===== src/uart_reg_pkg.sv =====
// UART register map package
// Bus field types, register byte offsets and the bit layout of the
// control and status registers

package uart_reg_pkg;

  ////////////////////////////////////////////////////////////
  // Peripheral bus types
  ////////////////////////////////////////////////////////////

  // Word address on the peripheral bus
  typedef logic [13:0] per_addr_t;
  // Bus data word
  typedef logic [15:0] per_data_t;
  // Byte write enables, bit 1 for the high byte
  typedef logic [1:0]  per_we_t;

  // One 8-bit register
  typedef logic [7:0]  reg_byte_t;
  // Byte offset inside the 8-byte block
  typedef logic [2:0]  reg_off_t;

  ////////////////////////////////////////////////////////////
  // Register byte offsets
  ////////////////////////////////////////////////////////////

  localparam reg_off_t CTRL_OFF    = 3'd0;
  localparam reg_off_t STATUS_OFF  = 3'd1;
  localparam reg_off_t BAUD_LO_OFF = 3'd2;
  localparam reg_off_t BAUD_HI_OFF = 3'd3;
  localparam reg_off_t DATA_TX_OFF = 3'd4;
  localparam reg_off_t DATA_RX_OFF = 3'd5;

  // Control bits
  localparam int unsigned CTRL_IEN_TX       = 6;
  localparam int unsigned CTRL_IEN_RX_OVFLW = 5;
  localparam int unsigned CTRL_IEN_RX       = 4;
  localparam int unsigned CTRL_EN           = 0;
  // Only these control bits hold a value
  localparam reg_byte_t   CTRL_WR_MASK      = 8'h71;

  // Status bits, bits 7 and 1 always read 0
  localparam int unsigned STAT_TX_PND       = 6;
  localparam int unsigned STAT_RX_OVFLW_PND = 5;
  localparam int unsigned STAT_RX_PND       = 4;
  localparam int unsigned STAT_TX_FULL      = 3;
  localparam int unsigned STAT_TX_BUSY      = 2;
  localparam int unsigned STAT_RX_BUSY      = 0;

endpackage


===== src/uart_line_pkg.sv =====
// UART serial line package
// Types and frame constants shared by the transmit and receive engines

package uart_line_pkg;

  ////////////////////////////////////////////////////////////
  // Line types
  ////////////////////////////////////////////////////////////

  // Baud divider, one bit lasts divider+1 clock cycles
  typedef logic [15:0] baud_t;

  // Position inside a frame, 0 when idle
  typedef logic [3:0]  bit_idx_t;

  // One character
  typedef logic [7:0]  data_byte_t;

  ////////////////////////////////////////////////////////////
  // Frame constants
  ////////////////////////////////////////////////////////////

  // Receive frame complete after start and 8 data samples
  localparam bit_idx_t RX_LAST_BIT = 4'd10;

  // Transmit frame complete once the stop bit has run a full bit time
  localparam bit_idx_t TX_LAST_BIT = 4'd11;

endpackage


===== src/uart_regs.sv =====
// UART register block
// Decodes the peripheral bus, holds control, baud and data registers,
// keeps the three pending flags and drives both interrupt lines

`timescale 1ns/1ps

module uart_regs
  import uart_reg_pkg::*;
  import uart_line_pkg::*;
#(
  parameter logic [14:0] BASE_ADDR = 15'h0080
) (
  input  logic       mclk,
  input  logic       puc_rst,
  // Peripheral bus
  input  logic       per_en,
  input  per_addr_t  per_addr,
  input  per_data_t  per_din,
  input  per_we_t    per_we,
  output per_data_t  per_dout,
  // Transmit engine
  input  logic       tx_done,
  input  logic       tx_busy,
  input  logic       tx_full,
  output logic       tx_load,
  output data_byte_t tx_data,
  // Receive engine
  input  logic       rx_done,
  input  data_byte_t rx_byte,
  input  logic       rx_busy,
  // Shared line setup
  output logic       ctrl_en,
  output baud_t      baud,
  // Interrupts
  output logic       irq_uart_rx,
  output logic       irq_uart_tx
);

  ////////////////////////////////////////////////////////////
  // Address decode
  ////////////////////////////////////////////////////////////

  logic                 reg_sel;
  logic                 reg_read;
  logic [7:0]           reg_wr;
  reg_byte_t [7:0]      rd_bytes;

  reg_byte_t            ctrl;
  reg_byte_t            status;
  reg_byte_t            baud_lo;
  reg_byte_t            baud_hi;
  reg_byte_t            data_tx;
  reg_byte_t            data_rx;
  reg_byte_t            status_nxt;

  // Pending flags, index 2 tx, 1 rx overflow, 0 rx
  logic [2:0]           pnd;
  logic [2:0]           pnd_set;
  logic [2:0]           pnd_clr;

  // Byte lane of a register, odd offsets sit in the high byte
  function automatic reg_byte_t lane(input per_data_t d, input reg_off_t off);
    return off[0] ? d[15:8] : d[7:0];
  endfunction

  // Block hit when the upper word address matches the base
  assign reg_sel  = per_en & (per_addr[13:2] == BASE_ADDR[14:3]);
  assign reg_read = reg_sel & ~|per_we;

  // Per-offset byte write strobes
  always_comb begin
    for (int i = 0; i < 8; i++) begin
      reg_wr[i] = reg_sel & (per_addr[1:0] == 2'(i >> 1)) & per_we[i % 2];
    end
  end

  ////////////////////////////////////////////////////////////
  // Writable registers
  ////////////////////////////////////////////////////////////

  always_ff @(posedge mclk or posedge puc_rst) begin
    if (puc_rst) begin
      ctrl    <= '0;
      baud_lo <= '0;
      baud_hi <= '0;
      data_tx <= '0;
    end else begin
      // Unused control bits stay 0
      if (reg_wr[CTRL_OFF]) ctrl <= lane(per_din, CTRL_OFF) & CTRL_WR_MASK;
      if (reg_wr[BAUD_LO_OFF]) baud_lo <= lane(per_din, BAUD_LO_OFF);
      if (reg_wr[BAUD_HI_OFF]) baud_hi <= lane(per_din, BAUD_HI_OFF);
      if (reg_wr[DATA_TX_OFF]) data_tx <= lane(per_din, DATA_TX_OFF);
    end
  end

  // Received character, latched on frame completion
  always_ff @(posedge mclk or posedge puc_rst) begin
    if (puc_rst) begin
      data_rx <= '0;
    end else if (rx_done) begin
      data_rx <= rx_byte;
    end
  end

  assign ctrl_en = ctrl[CTRL_EN];
  assign baud    = {baud_hi, baud_lo};
  // Load strobe straight from the data write
  assign tx_load = reg_wr[DATA_TX_OFF];
  assign tx_data = data_tx;

  ////////////////////////////////////////////////////////////
  // Pending flags
  ////////////////////////////////////////////////////////////

  // Write 1 to clear
  assign status_nxt = lane(per_din, STATUS_OFF);
  assign pnd_clr    = {status_nxt[STAT_TX_PND], status_nxt[STAT_RX_OVFLW_PND],
                       status_nxt[STAT_RX_PND]} & {3{reg_wr[STATUS_OFF]}};
  // Overflow when a byte lands on an unread one
  assign pnd_set    = {tx_done, rx_done & pnd[0], rx_done};

  // Set wins over a clear in the same cycle
  always_ff @(posedge mclk or posedge puc_rst) begin
    if (puc_rst) begin
      pnd <= '0;
    end else begin
      pnd <= (pnd & ~pnd_clr) | pnd_set;
    end
  end

  ////////////////////////////////////////////////////////////
  // Status byte and read data
  ////////////////////////////////////////////////////////////

  always_comb begin
    status                    = '0;
    status[STAT_TX_PND]       = pnd[2];
    status[STAT_RX_OVFLW_PND] = pnd[1];
    status[STAT_RX_PND]       = pnd[0];
    status[STAT_TX_FULL]      = tx_full;
    status[STAT_TX_BUSY]      = tx_busy;
    status[STAT_RX_BUSY]      = rx_busy;
  end

  // Register image by byte offset, spare offsets read 0
  always_comb begin
    rd_bytes              = '0;
    rd_bytes[CTRL_OFF]    = ctrl;
    rd_bytes[STATUS_OFF]  = status;
    rd_bytes[BAUD_LO_OFF] = baud_lo;
    rd_bytes[BAUD_HI_OFF] = baud_hi;
    rd_bytes[DATA_TX_OFF] = data_tx;
    rd_bytes[DATA_RX_OFF] = data_rx;
  end

  // Zero unless this block is read
  assign per_dout = reg_read ? {rd_bytes[{per_addr[1:0], 1'b1}],
                                rd_bytes[{per_addr[1:0], 1'b0}]} : '0;

  ////////////////////////////////////////////////////////////
  // Interrupts
  ////////////////////////////////////////////////////////////

  assign irq_uart_rx = (pnd[0] & ctrl[CTRL_IEN_RX]) | (pnd[1] & ctrl[CTRL_IEN_RX_OVFLW]);
  assign irq_uart_tx = pnd[2] & ctrl[CTRL_IEN_TX];

endmodule


===== src/uart_rx_filter.sv =====
// UART receive line conditioner
// Two-flop synchronizer, three-sample majority vote and falling-edge flag

`timescale 1ns/1ps

module uart_rx_filter (
  input  logic mclk,
  input  logic puc_rst,
  input  logic uart_rxd,
  output logic rxd_s,
  output logic rxd_fe
);

  logic [1:0] rxd_sync;
  logic [1:0] rxd_buf;
  logic       rxd_maj;
  logic       rxd_maj_nxt;

  // Synchronizer, idle line is high
  always_ff @(posedge mclk or posedge puc_rst) begin
    if (puc_rst) begin
      rxd_sync <= 2'b11;
    end else begin
      rxd_sync <= {rxd_sync[0], uart_rxd};
    end
  end

  // Last two synchronized samples
  always_ff @(posedge mclk or posedge puc_rst) begin
    if (puc_rst) begin
      rxd_buf <= 2'b11;
    end else begin
      rxd_buf <= {rxd_buf[0], rxd_sync[1]};
    end
  end

  // Two of three, a single-cycle glitch never wins
  assign rxd_maj_nxt = (rxd_sync[1] & rxd_buf[0]) | (rxd_sync[1] & rxd_buf[1]) |
                       (rxd_buf[0] & rxd_buf[1]);

  always_ff @(posedge mclk or posedge puc_rst) begin
    if (puc_rst) begin
      rxd_maj <= 1'b1;
    end else begin
      rxd_maj <= rxd_maj_nxt;
    end
  end

  assign rxd_s  = rxd_maj;
  // High one cycle ahead of the filtered drop
  assign rxd_fe = rxd_maj & ~rxd_maj_nxt;

endmodule


===== src/uart_rx.sv =====
// UART receive engine
// Samples the filtered line at mid-bit and assembles one character per frame

`timescale 1ns/1ps

module uart_rx
  import uart_line_pkg::*;
(
  input  logic       mclk,
  input  logic       puc_rst,
  input  logic       ctrl_en,
  input  baud_t      baud,
  input  logic       rxd_s,
  input  logic       rxd_fe,
  output logic       rx_done,
  output data_byte_t rx_byte,
  output logic       rx_busy
);

  bit_idx_t   rx_bit;
  baud_t      rx_cnt;
  data_byte_t rx_buf;
  logic       rx_start;
  logic       rx_bit_inc;
  logic       rx_last;

  // Start on a falling edge while idle
  assign rx_start   = (rx_bit == '0) & rxd_fe;
  // Bit step when the baud counter runs out
  assign rx_bit_inc = (rx_bit != '0) & (rx_cnt == '0);
  assign rx_last    = (rx_bit == RX_LAST_BIT);

  ////////////////////////////////////////////////////////////
  // Bit and baud counters
  ////////////////////////////////////////////////////////////

  always_ff @(posedge mclk or posedge puc_rst) begin
    if (puc_rst) begin
      rx_bit <= '0;
    end else if (~ctrl_en) begin
      rx_bit <= '0;
    end else if (rx_start) begin
      rx_bit <= bit_idx_t'(1);
    end else if (rx_last) begin
      rx_bit <= '0;
    end else if (rx_bit_inc) begin
      rx_bit <= rx_bit + bit_idx_t'(1);
    end
  end

  // Half period first, so samples land mid-bit
  always_ff @(posedge mclk or posedge puc_rst) begin
    if (puc_rst) begin
      rx_cnt <= '0;
    end else if (~ctrl_en) begin
      rx_cnt <= '0;
    end else if (rx_start) begin
      rx_cnt <= {1'b0, baud[15:1]};
    end else if (rx_bit_inc) begin
      rx_cnt <= baud;
    end else if (rx_cnt != '0) begin
      rx_cnt <= rx_cnt - baud_t'(1);
    end
  end

  // Shift in LSB first, the start bit drops out the bottom
  always_ff @(posedge mclk) begin
    if (rx_bit_inc) begin
      rx_buf <= {rxd_s, rx_buf[7:1]};
    end
  end

  assign rx_done = rx_last & ctrl_en;
  assign rx_byte = rx_buf;
  assign rx_busy = (rx_bit != '0);

endmodule


===== src/uart_tx.sv =====
// UART transmit engine
// One-byte holding trigger, frame bit and baud counters, and the
// shift register that drives TXD

`timescale 1ns/1ps

module uart_tx
  import uart_line_pkg::*;
(
  input  logic       mclk,
  input  logic       puc_rst,
  input  logic       ctrl_en,
  input  baud_t      baud,
  input  logic       tx_load,
  input  data_byte_t tx_data,
  output logic       tx_done,
  output logic       tx_busy,
  output logic       tx_full,
  output logic       uart_txd
);

  logic       tx_trig;
  bit_idx_t   tx_bit;
  baud_t      tx_cnt;
  logic [8:0] tx_buf;
  logic       tx_start;
  logic       tx_bit_inc;
  logic       tx_last;
  logic       tx_run;

  assign tx_run     = (tx_bit != '0);
  // Pending byte goes out once the engine is idle
  assign tx_start   = ~tx_run & tx_trig;
  assign tx_bit_inc = tx_run & (tx_cnt == '0);
  assign tx_last    = (tx_bit == TX_LAST_BIT);

  ////////////////////////////////////////////////////////////
  // Transmit trigger
  ////////////////////////////////////////////////////////////

  // A new load while pending just replaces the byte
  always_ff @(posedge mclk or posedge puc_rst) begin
    if (puc_rst) begin
      tx_trig <= 1'b0;
    end else if (~ctrl_en) begin
      tx_trig <= 1'b0;
    end else if (tx_load) begin
      tx_trig <= 1'b1;
    end else if (tx_start) begin
      tx_trig <= 1'b0;
    end
  end

  ////////////////////////////////////////////////////////////
  // Bit and baud counters
  ////////////////////////////////////////////////////////////

  always_ff @(posedge mclk or posedge puc_rst) begin
    if (puc_rst) begin
      tx_bit <= '0;
    end else if (~ctrl_en) begin
      tx_bit <= '0;
    end else if (tx_start) begin
      tx_bit <= bit_idx_t'(1);
    end else if (tx_last) begin
      tx_bit <= '0;
    end else if (tx_bit_inc) begin
      tx_bit <= tx_bit + bit_idx_t'(1);
    end
  end

  // Every bit lasts baud+1 cycles
  always_ff @(posedge mclk or posedge puc_rst) begin
    if (puc_rst) begin
      tx_cnt <= '0;
    end else if (~ctrl_en) begin
      tx_cnt <= '0;
    end else if (tx_start | tx_bit_inc) begin
      tx_cnt <= baud;
    end else if (tx_cnt != '0) begin
      tx_cnt <= tx_cnt - baud_t'(1);
    end
  end

  // Start bit at the bottom, ones shift in behind as stop and idle
  always_ff @(posedge mclk or posedge puc_rst) begin
    if (puc_rst) begin
      tx_buf <= '1;
    end else if (~ctrl_en) begin
      tx_buf <= '1;
    end else if (tx_start) begin
      tx_buf <= {tx_data, 1'b0};
    end else if (tx_bit_inc) begin
      tx_buf <= {1'b1, tx_buf[8:1]};
    end
  end

  assign uart_txd = tx_buf[0];
  assign tx_done  = tx_last & ctrl_en;
  assign tx_busy  = tx_run | tx_trig;
  // Frame on the line and another byte waiting
  assign tx_full  = tx_run & tx_trig;

endmodule


===== src/msp430_uart.sv =====
// Serial port peripheral, top level
// Connects the register block to the receive filter and both line engines

`timescale 1ns/1ps

module msp430_uart
  import uart_reg_pkg::*;
  import uart_line_pkg::*;
#(
  parameter logic [14:0] BASE_ADDR = 15'h0080
) (
  input  logic      mclk,
  input  logic      puc_rst,
  input  logic      per_en,
  input  per_addr_t per_addr,
  input  per_data_t per_din,
  input  per_we_t   per_we,
  input  logic      uart_rxd,
  output per_data_t per_dout,
  output logic      irq_uart_rx,
  output logic      irq_uart_tx,
  output logic      uart_txd
);

  // Line setup from the registers
  logic       ctrl_en;
  baud_t      baud;
  // Transmit path
  logic       tx_load;
  data_byte_t tx_data;
  logic       tx_done;
  logic       tx_busy;
  logic       tx_full;
  // Receive path
  logic       rxd_s;
  logic       rxd_fe;
  logic       rx_done;
  data_byte_t rx_byte;
  logic       rx_busy;

  uart_regs #(
    .BASE_ADDR (BASE_ADDR)
  ) i_uart_regs (
    .mclk, .puc_rst,
    .per_en, .per_addr, .per_din, .per_we, .per_dout,
    .tx_done, .tx_busy, .tx_full, .tx_load, .tx_data,
    .rx_done, .rx_byte, .rx_busy,
    .ctrl_en, .baud,
    .irq_uart_rx, .irq_uart_tx
  );

  uart_rx_filter i_uart_rx_filter (
    .mclk, .puc_rst, .uart_rxd, .rxd_s, .rxd_fe
  );

  uart_rx i_uart_rx (
    .mclk, .puc_rst, .ctrl_en, .baud, .rxd_s, .rxd_fe,
    .rx_done, .rx_byte, .rx_busy
  );

  uart_tx i_uart_tx (
    .mclk, .puc_rst, .ctrl_en, .baud, .tx_load, .tx_data,
    .tx_done, .tx_busy, .tx_full, .uart_txd
  );

endmodule


===== config.mk =====
export PLATFORM = sky130hd
export DESIGN_NAME = msp430_uart
export DESIGN_NICKNAME = d
export VERILOG_FILES = /design/src/uart_reg_pkg.sv /design/src/uart_line_pkg.sv /design/src/uart_regs.sv /design/src/uart_rx_filter.sv /design/src/uart_rx.sv /design/src/uart_tx.sv /design/src/msp430_uart.sv
export SDC_FILE = /design/constraint.sdc
export NUM_CORES = 1
export LEC_CHECK = 0
export ABC_AREA = 1
export BUFFER_PORTS_ARGS = -buffer_cell sky130_fd_sc_hd__buf_2
export CAP_MARGIN = 20
export CORE_AREA = 2 2 129 131
export CTS_CLUSTER_SIZE = 20
export DETAILED_ROUTE_END_ITERATION = 16
export DIE_AREA = 0 0 131 133
export SLEW_MARGIN = 40
export SYNTH_ARGS = -nofsm -noshare
export SYNTH_HDL_FRONTEND = slang
export SYNTH_SLANG_ARGS = --single-unit

===== constraint.sdc =====
create_clock -name mclk -period 4.7 [get_ports mclk]
set_input_delay 0.47 -clock mclk [delete_from_list [all_inputs] [get_ports mclk]]
set_output_delay 0.47 -clock mclk [all_outputs]
set_load 0.005 [all_outputs]

### Word level (Yosys, flattened, before mapping)

Index checks and enable logic that the tools add are counted.

* register bits after elaboration: 102
* input port bits: 36
* logic and storage cells: 105

* $add $sub $neg: 4
* $lt $le $gt $ge: 2
* eq/ne operators: 11
* muxes and demuxes: 26
* bitwise operators: 36
* reductions and logical operators: 10

Operators with widths (number)
* $mux W16: 8
* $bmux W8 S2: 2
* $logic_not A16 Y1: 2
* $mux W4: 8
* $reduce_bool A16 Y1: 2
* $sub A16 B1 Y16 const B: 2
* $mux W9: 3
* $and A1 B1 Y1: 25
* $mux W8: 2
* $eq A12 B5 Y1 const B: 1
* $ne A4 B1 Y1 const B: 3
* $ne A3 B1 Y1 const B: 3
* $add A4 B1 Y4 const B: 2
* $eq A4 B4 Y1 const B: 2
* $lt A3 B4 Y1 const B: 2
* $reduce_bool A4 Y1: 2
* $and A3 B3 Y3: 2
* $or A1 B1 Y1: 5
* $logic_not A4 Y1: 1
* $mux W1: 3
* $not A3 Y3: 1
* $or A3 B3 Y3: 1
* $eq A2 B1 Y1 const B: 1
* $eq A2 B2 Y1 const B: 1
* 4 further kinds: 5

### Depth between registers and ports, before layout

* depth in word-level cells: 8
* gate-level depth with buffers: 11
* depth with buffers taken out: 11

### Modules after synthesis

A second synthesis with hierarchy kept.

* cell total of the unflattened synthesis: 799
* area total of the unflattened synthesis: 6160.9 um^2

By module, submodules not included
* uart_regs: instances 1, cells each 251, area each 2069.5 um^2
* uart_rx: instances 1, cells each 271, area each 2005.7 um^2
* uart_tx: instances 1, cells each 265, area each 1919.3 um^2
* uart_rx_filter: instances 1, cells each 12, area each 166.4 um^2

### Least setup slack after synthesis

OpenSTA, ideal clock, no wires.

* kind: input to output
* start: input per_addr[3]
* end: output per_dout[12]
* arrival time: 1.380 ns
* required time: 4.230 ns
* path slack: 2.850 ns
* cell stages on the path: 6
* buffers on the path: 1
* cells stage by stage: nor2_2 nand4_1 nor2_4 nand2_2 buf_2 nor2_1

* longest elaborated chain between the ends: 4

RTL lines
* start, declared: line msp430_uart.sv:15 `input per_addr_t per_addr,`
* $eq A12 B5 Y1: line uart_regs.sv:67 `assign reg_sel = per_en & (per_addr[13:2] == BASE_ADDR[14:3]);`
* $and A1 B1 Y1: line uart_regs.sv:67
* $and A1 B1 Y1: line uart_regs.sv:68 `assign reg_read = reg_sel & ~|per_we;`
* $mux W16: line uart_regs.sv:157 `assign per_dout = reg_read ? {rd_bytes[{per_addr[1:0], 1'b1}],`
* end, declared: line msp430_uart.sv:19 `output per_data_t per_dout,`

No other way between the ends.

### Worst setup path after layout

* start: register i_uart_tx.tx_bit[0]
* end: output per_dout[11]

* longest elaborated chain between the ends: 5

RTL lines
* start, declared: line uart_tx.sv:23 `bit_idx_t tx_bit;`
* start signal, assigned: line uart_tx.sv:64 `tx_bit <= bit_idx_t'(1);`
* start signal, assigned: line uart_tx.sv:68 `tx_bit <= tx_bit + bit_idx_t'(1);`
* $reduce_bool A4 Y1: line uart_tx.sv:31 `assign tx_run = (tx_bit != '0);`
* $and A1 B1 Y1: line uart_tx.sv:102 `assign tx_full = tx_run & tx_trig;`
* $bmux W8 S2: line uart_regs.sv:157
* $mux W8 (not written as such): line uart_regs.sv:157
* $mux W16: line uart_regs.sv:157

No other way between the ends. The select of a mux whose other input is x is not followed.

==> out/results.txt <==
share of layout cells above drive strength 1: 0.239
asr flop ratio synth: 0.922
Skew-Pair Late Insertion Delay: 0.36 ns
initial antenna violation count: 0
top cell type's share of synthesized area: 0.319
Mean Syn Cell Area: 7.98 sq um
crit path DAT: 1.89 ns
grt ovf: 0
commonest non-fill, non-tap cell in the layout: nand2_1
clk slew on worst S/H paths: 0.07 ns
Peak supply drop: 0.000142 V
Max Slew Vio Count: 0
Reg area: 0.00261 sq mm
TritonCTS buffer count: 9
most frequent cells in the layout: nand2_1, inv_1, nor2_1, dfrtp_1, buf_2
worst relative slew slack: 0.538
GPL Wtd Cong: 0.834
Worst Setup Start Kind: register
GRT Overall Usage: 0.186
# fillers: 1590
clock period minus worst slack: 2.36 ns
die outline height: 133 um
routed length on met3: 591 um
reg-to-reg critical path endpoint: i_uart_rx.rx_cnt[15]$_DFFE_PP0P_
vias in the first global route: 4966
hpwl dp: 11400 um
clk_skew: 0.00768 ns
Post-Syn Nets: 830
antenna cells: 0
Final TNS setup: 0 ns
largest net degree at the start of global routing: 63
Hold WC Path Type: in2async
CTS Hold Bufs: 0
Area Overhead vs Synth: 11.1%
status: complete, no violations
row count: 47
Core ar.: 0.0162 sq mm
Reg2Reg Launch Point: i_uart_rx.rx_cnt[0]$_DFFE_PP0P_
die width: 131 um
Post-CTS Resized: 0
met2 WL post-DR: 6850 um
Leakage: 3.42 nW
WL final: 15300 um
Max FO, Critical Path: 5
final hold vios: 0
root buffer cell: clkbuf_16
setup ws final: 2.34 ns
WL met1: 7380 um
worst slew pin tran: 0.692 ns
CTS tree: yes
EDFF count, synth: 8
routed vias: 5159
DR top layer: met4
Clock Sinks: 102
max_cap viols: 0
Iter 0 DRT Violations: 281
setup slack, reg-to-reg: 2.58 ns
PwrDens: 246 mW/mm^2
most used flip-flop cell after synthesis: dfrtp_1
timing-limited maximum frequency: 0.424 GHz
number of nets still failing antenna checks after routing: 0
Starting Density: 0.387
top post-synthesis cells by area: dfrtp_1, nand2_1, dfstp_2, inv_1, nor2_1
RSZ-0062 raised after global routing: no
crit end category: output pin
Residual DRC: 0
Synth Instances: 785
first-pass GRT wire length: 25300 um
Port Buf Inserts: 54
Reg2Reg Depth: 9
count of final setup violators: 0
drt wl/cell: 14.5 um
Worst EP required: 4.23 ns
Post-CTS Setup Inserts: 0
Post-Syn Area: 0.00627 sq mm
Vias/cell: 4.88
top cell type by total area after synthesis: dfrtp_1
TritonRoute pass-1 iters: 5
area of the multi-input gates: 0.00309 sq mm
Bufs on Longest Clock Path: 2
crit path kind: reg2out
sequential share of the synthesized area: 0.417
number of top-level pins: 55
dpl ws: 2.37 ns
YS warnings: 0
H-tree depth: 3
Die ar.: 0.0174 sq mm
#FFs+latches synth: 102
Yosys cell types: 47
Final Net Count: 878
period utilization: 0.502
## flip-flops by register name, indices dropped and copies added, names as in the netlist
register and cells:
i_uart_tx.tx_bit 4, i_uart_rx_filter.rxd_buf 2, i_uart_regs.pnd 3, i_uart_tx.tx_cnt 16, i_uart_tx.tx_buf 9, i_uart_rx_filter.rxd_s 1
i_uart_rx.rx_bit 4, i_uart_regs.baud_lo 8, i_uart_rx_filter.rxd_sync 2, i_uart_rx.rx_cnt 16, i_uart_regs.tx_data 8, i_uart_regs.ctrl 4
i_uart_tx.tx_trig 1, i_uart_rx.rx_byte 8, i_uart_regs.baud_hi 8, i_uart_regs.data_rx 8
## Yosys cell counts (8+ instances only)
cell and n:
o21ai_1 36, a22oi_1 10, dfstp_2 14, a21oi_1 23, o21ai_0 24, mux2_2 8, inv_2 9, a21oi_2 8
nand4_1 12, o21ai_2 13, dfrtp_1 80, inv_1 98, nand3_4 8, ha_1 9, edfxtp_1 8, nor2_1 92
nand3_1 52, nand2_2 15, nand2_1 164, nor2_2 33
## layout make-up
| type | count | area share |
|---|---|---|
| multi-input combinational | 557 | 0.444 |
| tap | 220 | 0.0395 |
| clock inverter | 7 | 0.00989 |
| clock buffer | 9 | 0.0324 |
| sequential | 102 | 0.375 |
| timing repair buffer | 55 | 0.0404 |
| inverter | 108 | 0.0590 |
## worst max path at each step
stage	start	end	slack, ns
finish	i_uart_tx.tx_bit[0]$_DFFE_PP0P_	per_dout[11]	2.34
global route	i_uart_tx.tx_bit[0]$_DFFE_PP0P_	per_dout[11]	2.24
CTS	i_uart_tx.tx_bit[0]$_DFFE_PP0P_	per_dout[11]	2.35
detailed placement	per_addr[3]	per_dout[10]	2.37
global placement	per_addr[3]	per_dout[8]	2.45
floorplan	puc_rst	i_uart_regs.baud_hi[0]$_DFFE_PP0P_	1.80
## cells by family (layout without fill, tap and decap cells)
| group | after synthesis | in the layout | synth area share |
|---|---|---|---|
| AOI/OAI and AO/OA | 129 | 129 | 0.126 |
| xor gates and xnor gates | 9 | 9 | 0.0126 |
| adders and majority gates | 9 | 9 | 0.0180 |
| buffers and inverters | 126 | 179 | 0.0907 |
| DFF | 102 | 102 | 0.417 |
| muxes | 8 | 8 | 0.0144 |
| and+or+nand+nor | 402 | 402 | 0.322 |
## power by group
group	switching [mW]	total, mW	internal (mW)
Combinational	0.0524	0.0739	0.0216
Clock	0.376	0.747	0.372
Sequential	0.00203	0.892	0.890
## stage by stage
| step | total power, mW | area (sq um) | hold slack, ns | std cells | utilization |
|---|---|---|---|---|---|
| 2_1_floorplan | 0.952 | 6270 | 0.345 | 785 | - |
| 3_3_place_gp | 0.985 | 6660 | 0.347 | 1042 | 0.412 |
| 3_5_place_dp | 0.985 | 6660 | 0.349 | 1042 | 0.412 |
| 4_1_cts | 1.73 | 6960 | 0.129 | 1058 | 0.430 |
| 5_1_grt | 1.77 | 6960 | 0.162 | 1058 | 0.430 |
| 6_report | 1.71 | 6960 | 0.113 | 1058 | 0.430 |
## critical path, cell delays in order (launching register included)
cell and delay (ns):
dfrtp_1 0.37, inv_1 0.07, ha_1 0.26, nand2_2 0.22, nand2_1 0.15, a211oi_1 0.29, buf_2 0.17
## layer usage
layer,vias to the layer above,track usage
met4,0,0.0827
met2,120,0.277
met1,2377,0.272
li1,2636,-
met5,-,0
met3,26,0.0218
No activity file was read; power rests on OpenSTA's default activity.
